==> src/include/kdi_params.svh <==
//////////////////////////////
// Widths, requester count and reset constants of the key derivation unit
//////////////////////////////

`ifndef KDI_PARAMS_SVH
`define KDI_PARAMS_SVH

//////////////////////////////
// Datapath widths
//////////////////////////////

// One digest block, also one entropy word
`define KDI_BLOCK_W 64

// Derived key, two digest blocks
`define KDI_KEY_W 128

// Flash seeds, four digest blocks
`define KDI_SEED_W 256

// SRAM seed, duplicated to a full seed inside the arbiter
`define KDI_SRAM_SEED_W 128

// Flash data, flash address and SRAM requesters
`define KDI_NUM_REQ 3

//////////////////////////////
// Output register values after reset
//////////////////////////////

`define KDI_KEY_INIT 128'h3a5c_96e1_0f47_b2d8_c61e_7a93_54bd_0e28
`define KDI_NONCE_INIT 128'h71d2_48af_e390_5c1b_9e06_b7f4_2a8d_63c5

`endif

==> src/rtl/kdi_pkg.sv <==
//////////////////////////////
// Shared types of the key derivation unit
//////////////////////////////

`include "kdi_params.svh"

package kdi_pkg;

  //////////////////////////////
  // Vector types
  //////////////////////////////

  typedef logic [`KDI_BLOCK_W-1:0] block_t;
  typedef logic [`KDI_KEY_W-1:0]   key_t;
  typedef logic [`KDI_SEED_W-1:0]  seed_t;
  // Two entropy words
  typedef logic [`KDI_KEY_W-1:0]   nonce_t;
  typedef logic [`KDI_NUM_REQ-1:0] req_vec_t;
  // Counts seed blocks and entropy words
  typedef logic [1:0]              blk_cnt_t;

  //////////////////////////////
  // Enumerations
  //////////////////////////////

  // Constant index for the digest datapath
  typedef enum logic [1:0] {
    FlashDataSel = 2'd0,
    FlashAddrSel = 2'd1,
    SramSel      = 2'd2
  } digest_sel_e;

  // Datapath commands
  typedef enum logic [1:0] {
    LoadShadow     = 2'd0,
    Digest         = 2'd1,
    DigestInit     = 2'd2,
    DigestFinalize = 2'd3
  } scrmbl_cmd_e;

  // Controller states
  typedef enum logic [3:0] {
    ResetSt, IdleSt, DigClrSt, DigLoadSt, FetchEntropySt, DigEntropySt,
    DigFinSt, DigWaitSt, FetchNonceSt, FinishSt, ErrorSt
  } kdi_state_e;

endpackage

==> src/rtl/kdi_ctrl_fsm.sv <==
//////////////////////////////
// Controller FSM for digest, entropy and nonce steps
//////////////////////////////

`timescale 1ns/1ps

module kdi_ctrl_fsm (
  input  logic                  clk_i,
  input  logic                  rst_ni,
  input  logic                  kdi_en_i,
  input  logic                  escalate_en_i,
  input  logic                  req_valid_i,
  input  logic                  ingest_entropy_i,
  input  logic                  nonce_last_i,
  input  kdi_pkg::digest_sel_e  digest_sel_i,
  input  kdi_pkg::blk_cnt_t     seed_cnt_i,
  input  kdi_pkg::blk_cnt_t     ent_cnt_i,
  input  logic                  edn_ack_i,
  input  logic                  scrmbl_mtx_gnt_i,
  input  logic                  scrmbl_ready_i,
  input  logic                  scrmbl_valid_i,
  output logic                  seed_cnt_clr_o,
  output logic                  seed_cnt_en_o,
  output logic                  ent_cnt_clr_o,
  output logic                  ent_cnt_en_o,
  output logic                  key_wr_o,
  output logic                  nonce_wr_o,
  output logic                  seed_valid_wr_o,
  output logic                  data_sel_o,
  output logic                  req_done_o,
  output logic                  edn_req_o,
  output logic                  scrmbl_mtx_req_o,
  output kdi_pkg::scrmbl_cmd_e  scrmbl_cmd_o,
  output kdi_pkg::digest_sel_e  scrmbl_sel_o,
  output logic                  scrmbl_valid_o,
  output logic                  fsm_err_o
);
  import kdi_pkg::*;

  kdi_state_e state_d, state_q;
  logic       edn_req_d, edn_req_q;
  logic       edn_done;

  // Word accepted by the entropy source
  assign edn_done     = edn_req_q & edn_ack_i;
  assign edn_req_o    = edn_req_q;
  assign scrmbl_sel_o = digest_sel_i;

  always_comb begin : p_fsm
    state_d          = state_q;
    seed_cnt_clr_o   = 1'b0;
    seed_cnt_en_o    = 1'b0;
    ent_cnt_clr_o    = 1'b0;
    ent_cnt_en_o     = 1'b0;
    key_wr_o         = 1'b0;
    nonce_wr_o       = 1'b0;
    seed_valid_wr_o  = 1'b0;
    data_sel_o       = 1'b0;
    req_done_o       = 1'b0;
    scrmbl_mtx_req_o = 1'b0;
    scrmbl_cmd_o     = LoadShadow;
    scrmbl_valid_o   = 1'b0;
    fsm_err_o        = 1'b0;
    // An open entropy request stays up until acked
    edn_req_d        = edn_req_q & ~edn_ack_i;

    case (state_q)
      // Idle until the unit is enabled
      ResetSt: begin
        if (kdi_en_i) begin
          state_d = IdleSt;
        end
      end
      IdleSt: begin
        if (req_valid_i) begin
          state_d        = DigClrSt;
          seed_cnt_clr_o = 1'b1;
          ent_cnt_clr_o  = 1'b1;
        end
      end
      // Reset the digest once the mutex is held
      DigClrSt: begin
        scrmbl_mtx_req_o = 1'b1;
        scrmbl_cmd_o     = DigestInit;
        scrmbl_valid_o   = scrmbl_mtx_gnt_i;
        if (scrmbl_mtx_gnt_i && scrmbl_ready_i) begin
          state_d = DigLoadSt;
        end
      end
      // Even block with LoadShadow, odd block with Digest
      DigLoadSt: begin
        scrmbl_mtx_req_o = 1'b1;
        scrmbl_valid_o   = 1'b1;
        if (seed_cnt_i[0]) begin
          scrmbl_cmd_o = Digest;
          if (scrmbl_ready_i) begin
            state_d = ingest_entropy_i ? FetchEntropySt : DigFinSt;
          end
        end else if (scrmbl_ready_i) begin
          seed_cnt_en_o = 1'b1;
        end
      end
      // Two entropy words, request dropped for a cycle after each ack
      FetchEntropySt: begin
        scrmbl_mtx_req_o = 1'b1;
        edn_req_d        = ~edn_done;
        if (edn_done) begin
          nonce_wr_o = 1'b1;
          if (ent_cnt_i == 2'd1) begin
            state_d       = DigEntropySt;
            ent_cnt_clr_o = 1'b1;
          end else begin
            ent_cnt_en_o = 1'b1;
          end
        end
      end
      // Fold the entropy words into the digest
      DigEntropySt: begin
        scrmbl_mtx_req_o = 1'b1;
        scrmbl_valid_o   = 1'b1;
        data_sel_o       = 1'b1;
        if (ent_cnt_i[0]) begin
          scrmbl_cmd_o = Digest;
          if (scrmbl_ready_i) begin
            state_d       = DigFinSt;
            ent_cnt_clr_o = 1'b1;
          end
        end else if (scrmbl_ready_i) begin
          ent_cnt_en_o = 1'b1;
        end
      end
      DigFinSt: begin
        scrmbl_mtx_req_o = 1'b1;
        scrmbl_valid_o   = 1'b1;
        scrmbl_cmd_o     = DigestFinalize;
        if (scrmbl_ready_i) begin
          state_d = DigWaitSt;
        end
      end
      // Store the key half, then second half or nonce
      DigWaitSt: begin
        scrmbl_mtx_req_o = 1'b1;
        if (scrmbl_valid_i) begin
          key_wr_o = 1'b1;
          if (seed_cnt_i == 2'd1) begin
            seed_cnt_en_o = 1'b1;
            state_d       = DigClrSt;
          end else begin
            seed_cnt_clr_o  = 1'b1;
            seed_valid_wr_o = 1'b1;
            state_d         = FetchNonceSt;
          end
        end
      end
      // Nonce words 0 up to nonce_last, mutex released
      FetchNonceSt: begin
        edn_req_d = ~edn_done;
        if (edn_done) begin
          nonce_wr_o = 1'b1;
          if (ent_cnt_i == {1'b0, nonce_last_i}) begin
            state_d       = FinishSt;
            ent_cnt_clr_o = 1'b1;
            edn_req_d     = 1'b0;
          end else begin
            ent_cnt_en_o = 1'b1;
          end
        end
      end
      FinishSt: begin
        req_done_o = 1'b1;
        state_d    = IdleSt;
      end
      // Terminal
      ErrorSt: begin
        fsm_err_o = 1'b1;
      end
      default: begin
        state_d   = ErrorSt;
        fsm_err_o = 1'b1;
      end
    endcase

    // Escalation overrides everything, no new entropy request and no ack
    if (escalate_en_i) begin
      state_d         = ErrorSt;
      fsm_err_o       = 1'b1;
      edn_req_d       = edn_req_q & ~edn_ack_i;
      req_done_o      = 1'b0;
      key_wr_o        = 1'b0;
      nonce_wr_o      = 1'b0;
      seed_valid_wr_o = 1'b0;
    end
  end

  always_ff @(posedge clk_i or negedge rst_ni) begin : p_regs
    if (!rst_ni) begin
      state_q   <= ResetSt;
      edn_req_q <= 1'b0;
    end else begin
      state_q   <= state_d;
      edn_req_q <= edn_req_d;
    end
  end

endmodule

==> src/rtl/kdi_key_regs.sv <==
//////////////////////////////
// Block counters, key, nonce and seed-valid registers, datapath block mux
//////////////////////////////

`timescale 1ns/1ps
`include "kdi_params.svh"

module kdi_key_regs (
  input  logic               clk_i,
  input  logic               rst_ni,
  input  kdi_pkg::seed_t     seed_i,
  input  logic               seed_valid_i,
  input  logic               seed_cnt_clr_i,
  input  logic               seed_cnt_en_i,
  input  logic               ent_cnt_clr_i,
  input  logic               ent_cnt_en_i,
  input  logic               key_wr_i,
  input  logic               nonce_wr_i,
  input  logic               seed_valid_wr_i,
  input  logic               data_sel_i,
  input  kdi_pkg::block_t    edn_data_i,
  input  kdi_pkg::block_t    scrmbl_data_i,
  output kdi_pkg::blk_cnt_t  seed_cnt_o,
  output kdi_pkg::blk_cnt_t  ent_cnt_o,
  output kdi_pkg::block_t    scrmbl_data_o,
  output kdi_pkg::key_t      key_o,
  output kdi_pkg::nonce_t    nonce_o,
  output logic               seed_valid_o
);
  import kdi_pkg::*;

  blk_cnt_t seed_cnt_q, ent_cnt_q;
  key_t     key_q;
  nonce_t   nonce_q;
  logic     seed_valid_q;
  block_t   seed_blk, ent_word;

  //////////////////////////////
  // Counters
  //////////////////////////////

  // Clear wins over increment
  always_ff @(posedge clk_i or negedge rst_ni) begin : p_cnt
    if (!rst_ni) begin
      seed_cnt_q <= '0;
      ent_cnt_q  <= '0;
    end else begin
      if (seed_cnt_clr_i) begin
        seed_cnt_q <= '0;
      end else if (seed_cnt_en_i) begin
        seed_cnt_q <= seed_cnt_q + 2'd1;
      end
      if (ent_cnt_clr_i) begin
        ent_cnt_q <= '0;
      end else if (ent_cnt_en_i) begin
        ent_cnt_q <= ent_cnt_q + 2'd1;
      end
    end
  end

  //////////////////////////////
  // Output registers
  //////////////////////////////

  always_ff @(posedge clk_i or negedge rst_ni) begin : p_out
    if (!rst_ni) begin
      key_q        <= `KDI_KEY_INIT;
      nonce_q      <= `KDI_NONCE_INIT;
      seed_valid_q <= 1'b0;
    end else begin
      // Key half 0 after blocks 0 and 1, half 1 after blocks 2 and 3
      if (key_wr_i) begin
        key_q[seed_cnt_q[1] * `KDI_BLOCK_W +: `KDI_BLOCK_W] <= scrmbl_data_i;
      end
      // Words not written keep their old value
      if (nonce_wr_i) begin
        nonce_q[ent_cnt_q[0] * `KDI_BLOCK_W +: `KDI_BLOCK_W] <= edn_data_i;
      end
      if (seed_valid_wr_i) begin
        seed_valid_q <= seed_valid_i;
      end
    end
  end

  //////////////////////////////
  // Datapath block mux
  //////////////////////////////

  // Entropy words are staged in the nonce register
  assign ent_word = nonce_q[ent_cnt_q[0] * `KDI_BLOCK_W +: `KDI_BLOCK_W];
  // Invalid seeds are gated to zero
  assign seed_blk = seed_valid_i ? seed_i[seed_cnt_q * `KDI_BLOCK_W +: `KDI_BLOCK_W] : '0;

  assign scrmbl_data_o = data_sel_i ? ent_word : seed_blk;

  assign seed_cnt_o   = seed_cnt_q;
  assign ent_cnt_o    = ent_cnt_q;
  assign key_o        = key_q;
  assign nonce_o      = nonce_q;
  assign seed_valid_o = seed_valid_q;

endmodule

==> src/rtl/kdi_req_arbiter.sv <==
//////////////////////////////
// Round-robin requester arbiter with per-requester digest configuration
//////////////////////////////

`timescale 1ns/1ps
`include "kdi_params.svh"

module kdi_req_arbiter (
  input  logic                        clk_i,
  input  logic                        rst_ni,
  input  kdi_pkg::req_vec_t           req_i,
  input  kdi_pkg::seed_t              flash_data_seed_i,
  input  kdi_pkg::seed_t              flash_addr_seed_i,
  input  logic [`KDI_SRAM_SEED_W-1:0] sram_seed_i,
  input  logic                        req_done_i,
  output kdi_pkg::req_vec_t           ack_o,
  output logic                        req_valid_o,
  output kdi_pkg::seed_t              seed_o,
  output logic                        ingest_entropy_o,
  output logic                        nonce_last_o,
  output kdi_pkg::digest_sel_e        digest_sel_o
);
  import kdi_pkg::*;

  logic [1:0] ptr_q;
  logic [1:0] idx_q, idx_d, idx_next;
  logic       lock_q;
  logic       any_req;

  // Lowest pending index at or after the pointer, wrapping around
  always_comb begin : p_pick
    logic [1:0] cand;
    idx_d   = idx_q;
    any_req = 1'b0;
    cand    = ptr_q;
    for (int i = 0; i < `KDI_NUM_REQ; i++) begin
      if (!any_req && req_i[cand]) begin
        idx_d   = cand;
        any_req = 1'b1;
      end
      cand = (cand == 2'(`KDI_NUM_REQ - 1)) ? 2'd0 : cand + 2'd1;
    end
  end

  // Pointer moves past the requester just served
  assign idx_next = (idx_q == 2'(`KDI_NUM_REQ - 1)) ? 2'd0 : idx_q + 2'd1;

  always_ff @(posedge clk_i or negedge rst_ni) begin : p_lock
    if (!rst_ni) begin
      ptr_q  <= 2'd0;
      idx_q  <= 2'd0;
      lock_q <= 1'b0;
    end else if (lock_q) begin
      // Release on completion
      if (req_done_i) begin
        lock_q <= 1'b0;
        ptr_q  <= idx_next;
      end
    end else if (any_req) begin
      lock_q <= 1'b1;
      idx_q  <= idx_d;
    end
  end

  assign req_valid_o = lock_q;

  // One-cycle ack to the locked requester
  always_comb begin : p_ack
    ack_o = '0;
    if (lock_q && req_done_i) begin
      ack_o[idx_q] = 1'b1;
    end
  end

  //////////////////////////////
  // Configuration of the granted requester
  //////////////////////////////

  always_comb begin : p_cfg
    // Flash data key by default
    ingest_entropy_o = 1'b0;
    nonce_last_o     = 1'b1;
    digest_sel_o     = FlashDataSel;
    seed_o           = flash_data_seed_i;
    case (idx_q)
      2'd1: begin
        // Flash address key takes a single nonce word
        nonce_last_o = 1'b0;
        digest_sel_o = FlashAddrSel;
        seed_o       = flash_addr_seed_i;
      end
      2'd2: begin
        ingest_entropy_o = 1'b1;
        digest_sel_o     = SramSel;
        // Same SRAM seed for both key halves
        seed_o           = {sram_seed_i, sram_seed_i};
      end
      default: begin
        ingest_entropy_o = 1'b0;
      end
    endcase
  end

endmodule

==> src/rtl/kdi_top.sv <==
//////////////////////////////
// Key derivation unit top level
//////////////////////////////

`timescale 1ns/1ps
`include "kdi_params.svh"

module kdi_top (
  input  logic                        clk_i,
  input  logic                        rst_ni,
  input  logic                        kdi_en_i,
  input  logic                        escalate_en_i,
  input  kdi_pkg::req_vec_t           req_i,
  output kdi_pkg::req_vec_t           ack_o,
  input  logic                        seed_valid_i,
  input  kdi_pkg::seed_t              flash_data_seed_i,
  input  kdi_pkg::seed_t              flash_addr_seed_i,
  input  logic [`KDI_SRAM_SEED_W-1:0] sram_seed_i,
  output logic                        edn_req_o,
  input  logic                        edn_ack_i,
  input  kdi_pkg::block_t             edn_data_i,
  output kdi_pkg::key_t               key_o,
  output kdi_pkg::nonce_t             nonce_o,
  output logic                        seed_valid_o,
  output logic                        fsm_err_o,
  output logic                        scrmbl_mtx_req_o,
  input  logic                        scrmbl_mtx_gnt_i,
  output kdi_pkg::scrmbl_cmd_e        scrmbl_cmd_o,
  output kdi_pkg::digest_sel_e        scrmbl_sel_o,
  output kdi_pkg::block_t             scrmbl_data_o,
  input  kdi_pkg::block_t             scrmbl_data_i,
  output logic                        scrmbl_valid_o,
  input  logic                        scrmbl_ready_i,
  input  logic                        scrmbl_valid_i
);
  import kdi_pkg::*;

  // Arbiter to controller and registers
  logic        req_valid, ingest_entropy, nonce_last, req_done;
  digest_sel_e digest_sel;
  seed_t       seed;
  // Controller strobes into the register block
  logic        seed_cnt_clr, seed_cnt_en, ent_cnt_clr, ent_cnt_en;
  logic        key_wr, nonce_wr, seed_valid_wr, data_sel;
  blk_cnt_t    seed_cnt, ent_cnt;

  kdi_req_arbiter u_arb (
    .clk_i, .rst_ni, .req_i, .flash_data_seed_i, .flash_addr_seed_i, .sram_seed_i,
    .req_done_i       (req_done),
    .ack_o,
    .req_valid_o      (req_valid),
    .seed_o           (seed),
    .ingest_entropy_o (ingest_entropy),
    .nonce_last_o     (nonce_last),
    .digest_sel_o     (digest_sel)
  );

  kdi_key_regs u_regs (
    .clk_i, .rst_ni, .seed_valid_i, .edn_data_i, .scrmbl_data_i,
    .seed_i (seed), .seed_cnt_clr_i (seed_cnt_clr), .seed_cnt_en_i (seed_cnt_en),
    .ent_cnt_clr_i (ent_cnt_clr), .ent_cnt_en_i (ent_cnt_en), .key_wr_i (key_wr),
    .nonce_wr_i (nonce_wr), .seed_valid_wr_i (seed_valid_wr), .data_sel_i (data_sel),
    .seed_cnt_o (seed_cnt), .ent_cnt_o (ent_cnt),
    .scrmbl_data_o, .key_o, .nonce_o, .seed_valid_o
  );

  kdi_ctrl_fsm u_fsm (
    .clk_i, .rst_ni, .kdi_en_i, .escalate_en_i, .edn_ack_i,
    .scrmbl_mtx_gnt_i, .scrmbl_ready_i, .scrmbl_valid_i,
    .req_valid_i (req_valid), .ingest_entropy_i (ingest_entropy),
    .nonce_last_i (nonce_last), .digest_sel_i (digest_sel),
    .seed_cnt_i (seed_cnt), .ent_cnt_i (ent_cnt),
    .seed_cnt_clr_o (seed_cnt_clr), .seed_cnt_en_o (seed_cnt_en),
    .ent_cnt_clr_o (ent_cnt_clr), .ent_cnt_en_o (ent_cnt_en), .key_wr_o (key_wr),
    .nonce_wr_o (nonce_wr), .seed_valid_wr_o (seed_valid_wr), .data_sel_o (data_sel),
    .req_done_o (req_done),
    .edn_req_o, .scrmbl_mtx_req_o, .scrmbl_cmd_o, .scrmbl_sel_o, .scrmbl_valid_o,
    .fsm_err_o
  );

endmodule
==> config.mk <==
export PLATFORM = sky130hd
export DESIGN_NAME = kdi_top
export DESIGN_NICKNAME = d
export VERILOG_FILES = /design/src/rtl/kdi_pkg.sv /design/src/rtl/kdi_ctrl_fsm.sv /design/src/rtl/kdi_key_regs.sv /design/src/rtl/kdi_req_arbiter.sv /design/src/rtl/kdi_top.sv
export VERILOG_INCLUDE_DIRS = /design/src /design/src/include
export SDC_FILE = /design/constraint.sdc
export NUM_CORES = 1
export LEC_CHECK = 0
export BUFFER_PORTS_ARGS = -buffer_cell sky130_fd_sc_hd__buf_2
export CORE_AREA = 5 5 433 435
export DETAILED_ROUTE_END_ITERATION = 7
export DIE_AREA = 0 0 438 440
export PLACE_DENSITY = 0.38
export SYNTH_ARGS = -nofsm -noshare
export SYNTH_HDL_FRONTEND = slang
export SYNTH_SLANG_ARGS = --single-unit
==> constraint.sdc <==
create_clock -name clk_i -period 2.7 [get_ports clk_i]
set_clock_uncertainty 0.05 [all_clocks]
set_input_delay 0.54 -clock clk_i [delete_from_list [all_inputs] [get_ports clk_i]]
set_output_delay 0.54 -clock clk_i [all_outputs]
set_load 0.01 [all_outputs]
==> summary.txt, run 1 <==
Route
  – Vias per cell: between 3 and 4
  – First drt pass iteration count: 5
  – Drt initial violations: ~1,500
  – Via Count: 19,711
  – Drt wl/cell: around 31 um
  – Remaining antenna violation count after routing: 0
  – Drc violations: 0
  – Final wirelength: about 160,000 um

Yosys
  – Largest family of logic cells by synthesized area: multiplexers
  – Synth Area in Compound Gates: ~18%
  – Synth top area cells: dfrtp_1 (20%), dfstp_2 (18%), mux4_2 (16%)
  – Yosys reg bits: 271
  – YS warnings: 0
  – Mux share of post-synthesis cell area: 36.7%
  – Post-synth ARST share: 100%
  – Post-Synthesis Cells: approximately 1,400
  – Post-synth top area share: approximately 20%
  – Ys flop type: dfrtp_1
  – Simple-gate share of the synthesized area: 2.23%
  – Seq/Total Area, Yosys: between 30% and 40%
  – XOR/XNOR Fraction of Synth Area: less than 1%
  – Post-synth EDFFs: 0
  – Syn Area/Cell: approximately 13 um^2
  – Post-synthesis adder-cell area fraction: 0.477%
  – Synth top cells by count: a22o_1 (256), mux2_2 (191), dfrtp_1 (144)
  – Area leader, netlist: dfrtp_1
  – Count leader, synth: a22o_1
  – Synth unique cells: 59
  – Syn nets: 2,172
  – Cell area after synthesis: roughly 18,000 um^2

STA
  – Fin Hold WS: about 0.10 ns
  – RSZ-0062 raised after global routing: yes
  – Slew Viols, Final: 0
  – Final setup fails: 64
  – Fin crit period: 3.70 ns
  – Worst slew pin tran: between 0.7 and 0.8 ns
  – Post-route fraction of the period consumed by the critical path: 137%
  – Final setup margin: -1.00 ns
  – FMAX: between 0.2 and 0.3 GHz
  – Normalized max-slew margin: between 50% and 60%
  – Endpoints failing hold: 0

Global routing
  – Tot GR Track Use: between 15 and 20%
  – Vias in the first global route: between 15,000 and 20,000
  – Grt ovf: 0
  – Pin count of the biggest net entering global routing: 70
  – First-pass GRT wire length: between 150,000 and 200,000 um
  – Initial antenna violation count: about 130

Placement
  – Placed cell count: 4,904
  – Pre-CTS setup slack: -0.944 ns
  – PortBufs: around 1,100
  – Routability cong.: slightly above 1
  – DP Wirelength: around 140,000 um

Power and ir drop
  – P per Cell Area: roughly 460 nW/um^2
  – Tot Pwr: 14.3 mW
  – Static Leak: 14.5 nW
  – Peak supply drop: approximately 0.58 mV

Outcome
  – Failing checks: negative setup slack
  – Status: complete, but fails checks

Worst setup path
  – Worst path arrival time: between 3 and 4 ns
  – Required @ worst endpoint: 2.11 ns
  – Startpoint Class: register
  – Crit-path max FO: 10
  – Critical Path End Type: primary output
  – Critical setup path kind: register to primary output

Worst hold path
  – Hold crit path type: input pin to register

Floorplan
  – Ports: around 1,100
  – Die height: roughly 440 um
  – Die ar.: between 150,000 and 200,000 um^2
  – Row cnt: 157
  – Die W: about 440 um
  – Initial Utilization: 10.1%
  – Core area: between 150,000 and 200,000 um^2

Clock network
  – Worst-skew pair later-pin latency: roughly 0.63 ns
  – Clock buffer depth: 3
  – Total CTS buffers: 40
  – CTS tree: done
  – # clock sinks: approximately 270
  – Root Buffer: clkbuf_16
  – Clock transition at the registers of the reported paths: 0.06 ns
  – CTS HTree Levels: 2

Job
  – Maxcap violations: 0

Final layout
  – Final net count: between 3,000 and 4,000
  – Fill cells: roughly 21,000
  – Area grow syn2layout: 68.8%
  – Fin cells: 5,102
  – Layout cells sized above 1: 76.3%
==> power breakdown <==
group | switching, mW | internal (mW) | leakage (nW)
clock | 2.35 | 3.28 | 0.672
combinational | 2.19 | 2.30 | 10.5
sequential | 0.0248 | 4.10 | 3.29
==> stage by stage <==
step           TNS, ns  util [%]  instance area [um^2]
6_report        -53.79      17.0                 31000
5_1_grt         -61.93      16.9                 30900
4_1_cts         -66.48      16.4                 29900
3_5_place_dp    -12.53      15.3                 28000
3_3_place_gp    -13.13      15.3                 28000
2_1_floorplan        0         -                 18400
==> worst paths after layout <==
kind                                   startpoint             endpoint  slack, ns  cells past startpoint
worst max-delay path               u_arb.idx_q[1]    scrmbl_data_o[22]      -1.00                     10
worst max register to register   u_fsm.state_q[3]  u_regs.nonce_o[104]       0.21                      9
min in group asynchronous                  rst_ni  u_regs.ent_cnt_o[1]       0.48                      2
worst min register to register   u_regs.key_o[25]     u_regs.key_o[25]       0.45                      1
worst min-delay path            scrmbl_data_i[37]    u_regs.key_o[101]       0.10                      2
max in group asynchronous                  rst_ni   u_regs.nonce_o[87]       1.27                      3
==> flip-flops by register name (all words and copies together), names as in the netlist <==
name and flops:
u_fsm.edn_req_o 1, u_regs.key_o 128, u_arb.req_valid_o 1, u_regs.nonce_o 128, u_arb.ptr_q 2, u_fsm.state_q 4
u_regs.seed_valid_o 1, u_regs.seed_cnt_o 2, u_arb.idx_q 2, u_regs.ent_cnt_o 2
==> timing repair <==
item,4_1_cts,5_1_grt
gates resized for setup,78,154
setup endpoints to repair,68,68
setup buffers,16,12
hold buffers,1,0
cloned,2,15
pin swaps,8,31
endpoints found under the hold margin,36,0
==> cells by family after synthesis <==
logic type      after synthesis
buf+inv                     159
simple gates                 70
fa+ha+maj                     7
flops                       271
mux                         454
compound gates              422
xor+xnor                      2
==> per-layer routing <==
layer	GRT usage [%]	routed length, um
met1	17.2	58500
met2	26.8	81000
met3	5.17	13600
met4	5.76	6680
met5	0	292
==> worst max-delay path, cell delays in order, from the launching register on <==
cell	delay, ns
dfrtp_1	0.41
buf_6	0.13
ha_4	0.17
buf_12	0.17
buf_16	0.17
a22o_1	0.18
mux4_2	0.45
a22oi_1	0.20
buf_4	0.16
o21ai_0	0.18
buf_2	0.23
==> placed cells by master (no fill, tap or decap), types with 4 or more instances in the layout <==
cell type  count
o21ai_0       18
o21ai_1       43
ha_1           4
o2111ai_1      4
nand2b_1       4
bufinv_16      4
clkinv_2       8
buf_16         9
buf_8          9
diode_2       78
buf_4        122
mux2_4        70
a22o_1       251
clkbuf_1       8
dfrtp_1      142
buf_12        46
mux2i_1       65
a22oi_1       11
a22oi_2       53
mux4_2       128
a22o_4         5
nor3_1         4
a21oi_1        7
clkbuf_16     52
inv_1          7
o21ai_2       12
clkbuf_8       4
buf_2       1094
dfstp_2      127
nor2_1        15
buf_6         37
nand2_1       12
mux2_2       191
==> final cells by class <==
| type | count | area (um^2) | share of cell area (%) |
|---|---|---|---|
| multi-input cells | 955 | 11000 | 35.6 |
| well taps | 2385 | 2980 | 9.62 |
| clock inverters | 22 | 308 | 0.993 |
| flip-flops and latches | 271 | 6950 | 22.4 |
| repair buffers | 1330 | 8420 | 27.2 |
| clock buffers | 52 | 1090 | 3.50 |
| diodes | 78 | 195 | 0.630 |
| inverters | 9 | 33.8 | 0.109 |
(Power assumes the default switching activity.)
==> run 2: changes to the inputs <==
Settings changed: ABC_AREA from default to 1, CORE_AREA 5 5 433 435 to 5 5 430 432, DIE_AREA 0 0 438 440 to 0 0 435 437, GPL_TIMING_DRIVEN from default to 0.
==> summary.txt, run 2 <==
Outcome
  – Status: complete, but fails checks
  – Failing checks: negative setup slack

Worst setup path
  – Crit-path max FO: 7 (-3)
  – Worst Setup SP: u_arb.idx_q[1]
  – WP buf/inv: 6 (+1)
  – Critical Path End Type: primary output
  – Slowest cell on crit path: dfrtp_2
  – Critical path's top delay family: buffers and inverters
  – Worst R2R Start: u_regs.seed_cnt_o[1]
  – Startpoint Class: register
  – Worst path arrival time: 2.91 ns (-0.20 ns)
  – Required @ worst endpoint: 2.11 ns (about the same)
  – Critical R2R Capture: u_regs.seed_cnt_o[1]
  – R2R cell count: 10 (+1)
  – WP depth: 13 (+3)
  – Crit-path cells: inv_4 -> buf_12 -> ha_4 -> clkbuf_16 -> buf_16 -> buf_12 -> nand2_1 -> nand3_1 -> o211ai_1 -> nand3_1 -> nand3_4 -> nand2_4 -> buf_6
  – Largest stage delay on the critical path: 0.43 ns (-0.02 ns)
  – R2R Setup Slk: 0.25 ns (+0.04 ns)
  – Critical setup path kind: register to primary output
  – CP endpoint: scrmbl_data_o[38]

Global routing
  – Grt ovf: 0 (unchanged)
  – Pin count of the biggest net entering global routing: 99 (+41%)
  – Tot GR Track Use: 18.9% (+3.6 points)
  – Initial antenna violation count: 95 (-29%)
  – Vias in the first global route: 26,013 (+35%)
  – First-pass GRT wire length: 246,000 um (+25%)

Floorplan
  – Core area: 180,000 um^2 (-1.4%)
  – Die W: 435 um (-0.68%)
  – Ports: 1,112 (unchanged)
  – Initial Utilization: 10.0% (about the same)
  – Die height: 437 um (-0.68%)
  – Row cnt: 156 (-0.64%)
  – Die ar.: 190,000 um^2 (-1.4%)

Yosys
  – Syn Area/Cell: 7.04 um^2 (-47%)
  – Post-synth ARST share: 100% (unchanged)
  – Yosys reg bits: 271 (unchanged)
  – Post-synth top area share: 19.9% (+0.29 points)
  – Post-Synthesis Cells: 2,573 (+86%)
  – Synth top cells by count: nand2_1 (777), nand3_1 (486), o211ai_1 (258)
  – YS warnings: 0 (unchanged)
  – Synth unique cells: 33 (-44%)
  – Seq/Total Area, Yosys: 38.3% (+0.55 points)
  – Count leader, synth: nand2_1
  – Cell area after synthesis: 18,100 um^2 (-1.4%)
  – Area leader, netlist: dfrtp_1
  – Syn nets: 3,360 (+55%)
  – Synth top area cells: dfrtp_1 (20%), dfstp_2 (18%), nand2_1 (16%)
  – Ys flop type: dfrtp_1
  – Post-synth EDFFs: 0 (unchanged)

Power and ir drop
  – Tot Pwr: 42.9 mW (+200%)
  – Peak supply drop: 0.627 mV (+8.7%)
  – Static Leak: 15.4 nW (+6.4%)
  – P per Cell Area: 1320 nW/um^2 (+190%)

STA
  – Setup TNS: -43.77 ns (+10.02 ns)
  – Final setup fails: 65 (+1.6%)
  – RSZ-0062 raised after global routing: yes
  – FMAX: 0.286 GHz (+5.8%)
  – Worst slew pin tran: 0.815 ns (+0.0783 ns)
  – Fin crit period: 3.50 ns (-0.202 ns)
  – Endpoints failing hold: 0 (unchanged)
  – Slew Viols, Final: 0 (unchanged)
  – Normalized max-slew margin: 45.6% (-5.2 points)
  – Post-route fraction of the period consumed by the critical path: 130% (-7.5 points)
  – Final setup margin: -0.800 ns (+0.202 ns)

Route
  – Drc violations: 0 (unchanged)
  – Via Count: 25,981 (+32%)
  – Drt wl/cell: 30.9 um (-1.6%)
  – Vias per cell: 4.14 (+7.2%)
  – Drt initial violations: 2,105 (+45%)
  – First drt pass iteration count: 5 (unchanged)
  – Remaining antenna violation count after routing: 0 (unchanged)
  – Final wirelength: 194,000 um (+21%)

Final layout
  – Fill cells: 20,719 (+0.91%)
  – Most frequent cells in the layout: buf_2 (1,089), nand2_1 (680), nand3_1 (345)
  – Final net count: 4,612 (+36%)
  – Area of the multi-input gates: 10,800 um^2 (-1.8%)
  – Sequential Area: 6950 um^2 (about the same)
  – Post-route cell area: 32,500 um^2 (+4.9%)
  – Most common cell after layout, fill and taps aside: buf_2
  – Area grow syn2layout: 79.6%
  – Layout cells sized above 1: 48.5% (-28 points)

Clock network
  – Root Buffer: clkbuf_16
  – Total CTS buffers: 38 (-5.0%)
  – CTS HTree Levels: 2 (unchanged)
  – Worst-skew pair later-pin latency: 0.64 ns (about the same)
  – Clock transition at the registers of the reported paths: 0.07 ns (about the same)
  – Clock buffer depth: 3 (unchanged)
  – CTS tree: done
  – # clock sinks: 271 (unchanged)

Worst hold path
  – Hold crit path type: input pin to register

Placement
  – Routability cong.: 0.957 (-5.1%)
  – DP Wirelength: 161,000 um (+19%)
  – Pre-CTS setup slack: -2.21 ns (-1.26 ns)
  – Post-Place Cell Area: 26,800 um^2 (-4.3%)
  – PortBufs: 1,110 (-0.090%)

Job
  – Maxcap violations: 0 (unchanged)
-- run 2: area by class of cell --
type,count,share of cell area [%]
Inverter,166,1.97
Tap cell,2370,9.12
Sequential cell,271,21.4
Clock inverter,16,0.674
Multi-Input combinational cell,1914,33.3
Buffer,214,6.85
Timing Repair Buffer,1220,22.9
Clock buffer,54,3.42
Antenna cell,50,0.385
-- run 2: power by group --
group / internal (mW) / switching (mW) / leakage, nW / total [mW]
logic: 12.3 / 18.9 / 11.5 / 31.3
clock network: 3.20 / 2.29 / 0.648 / 5.49
registers: 5.27 / 0.879 / 3.26 / 6.15
-- run 2: metal layers --
layer	wire (um)	global-route usage [%]	vias up
met5	252	0	-
met3	15900	5.47	349
met1	70900	21.3	12791
met2	97500	33.8	1383
li1	-	-	11418
met4	9130	7.15	40
-- run 2: cell families after synthesis --
family | synth area share [%]
compound gates | 20.9
flops | 38.3
simple gates | 31.0
fa+ha+maj | 0.484
buf+inv | 9.25
-- run 2: worst min path at each step --
stage,start,cells after the start,slack (ns),end
2_1_floorplan,rst_ni,0,0.19,u_arb.idx_q[0]
3_3_place_gp,u_regs.key_o[82],2,0.41,u_regs.key_o[82]
4_1_cts,edn_data_i[9],3,0.004,u_regs.nonce_o[9]
5_1_grt,edn_data_i[9],3,0.03,u_regs.nonce_o[9]
3_5_place_dp,u_regs.key_o[80],2,0.42,u_regs.key_o[80]
6_report,edn_data_i[9],3,0.10,u_regs.nonce_o[9]
-- run 2: stage by stage --
stage | utilization (%) | instances | hold WS [ns]
global placement | 14.8 | 6053 | 0.412
global route | 18.0 | 6260 | 0.0311
floorplan | - | 2573 | 0.194
CTS | 17.0 | 6174 | 0.00406
finish | 18.0 | 6275 | 0.104
detailed placement | 14.9 | 6059 | 0.418
-- run 2: worst reg2reg max path: cells and delay by family (launching register included) --
| family | cells | cell delay, ns |
|---|---|---|
| flops | 1 | 0.43 |
| fa+ha+maj | 1 | 0.30 |
| buf+inv | 5 | 1.06 |
| compound gates | 2 | 0.32 |
| simple gates | 2 | 0.17 |
-- run 2: timing repair --
| action | 4_1_cts | 5_1_grt |
|---|---|---|
| hold buffers | 7 | 0 |
| buffers inserted | 30 | 50 |
| gates cloned | 8 | 12 |
| gates resized for setup | 500 | 374 |
| endpoints found under the hold margin | 46 | 0 |
| endpoints found under the setup margin | 84 | 69 |
| pin swaps | 85 | 158 |
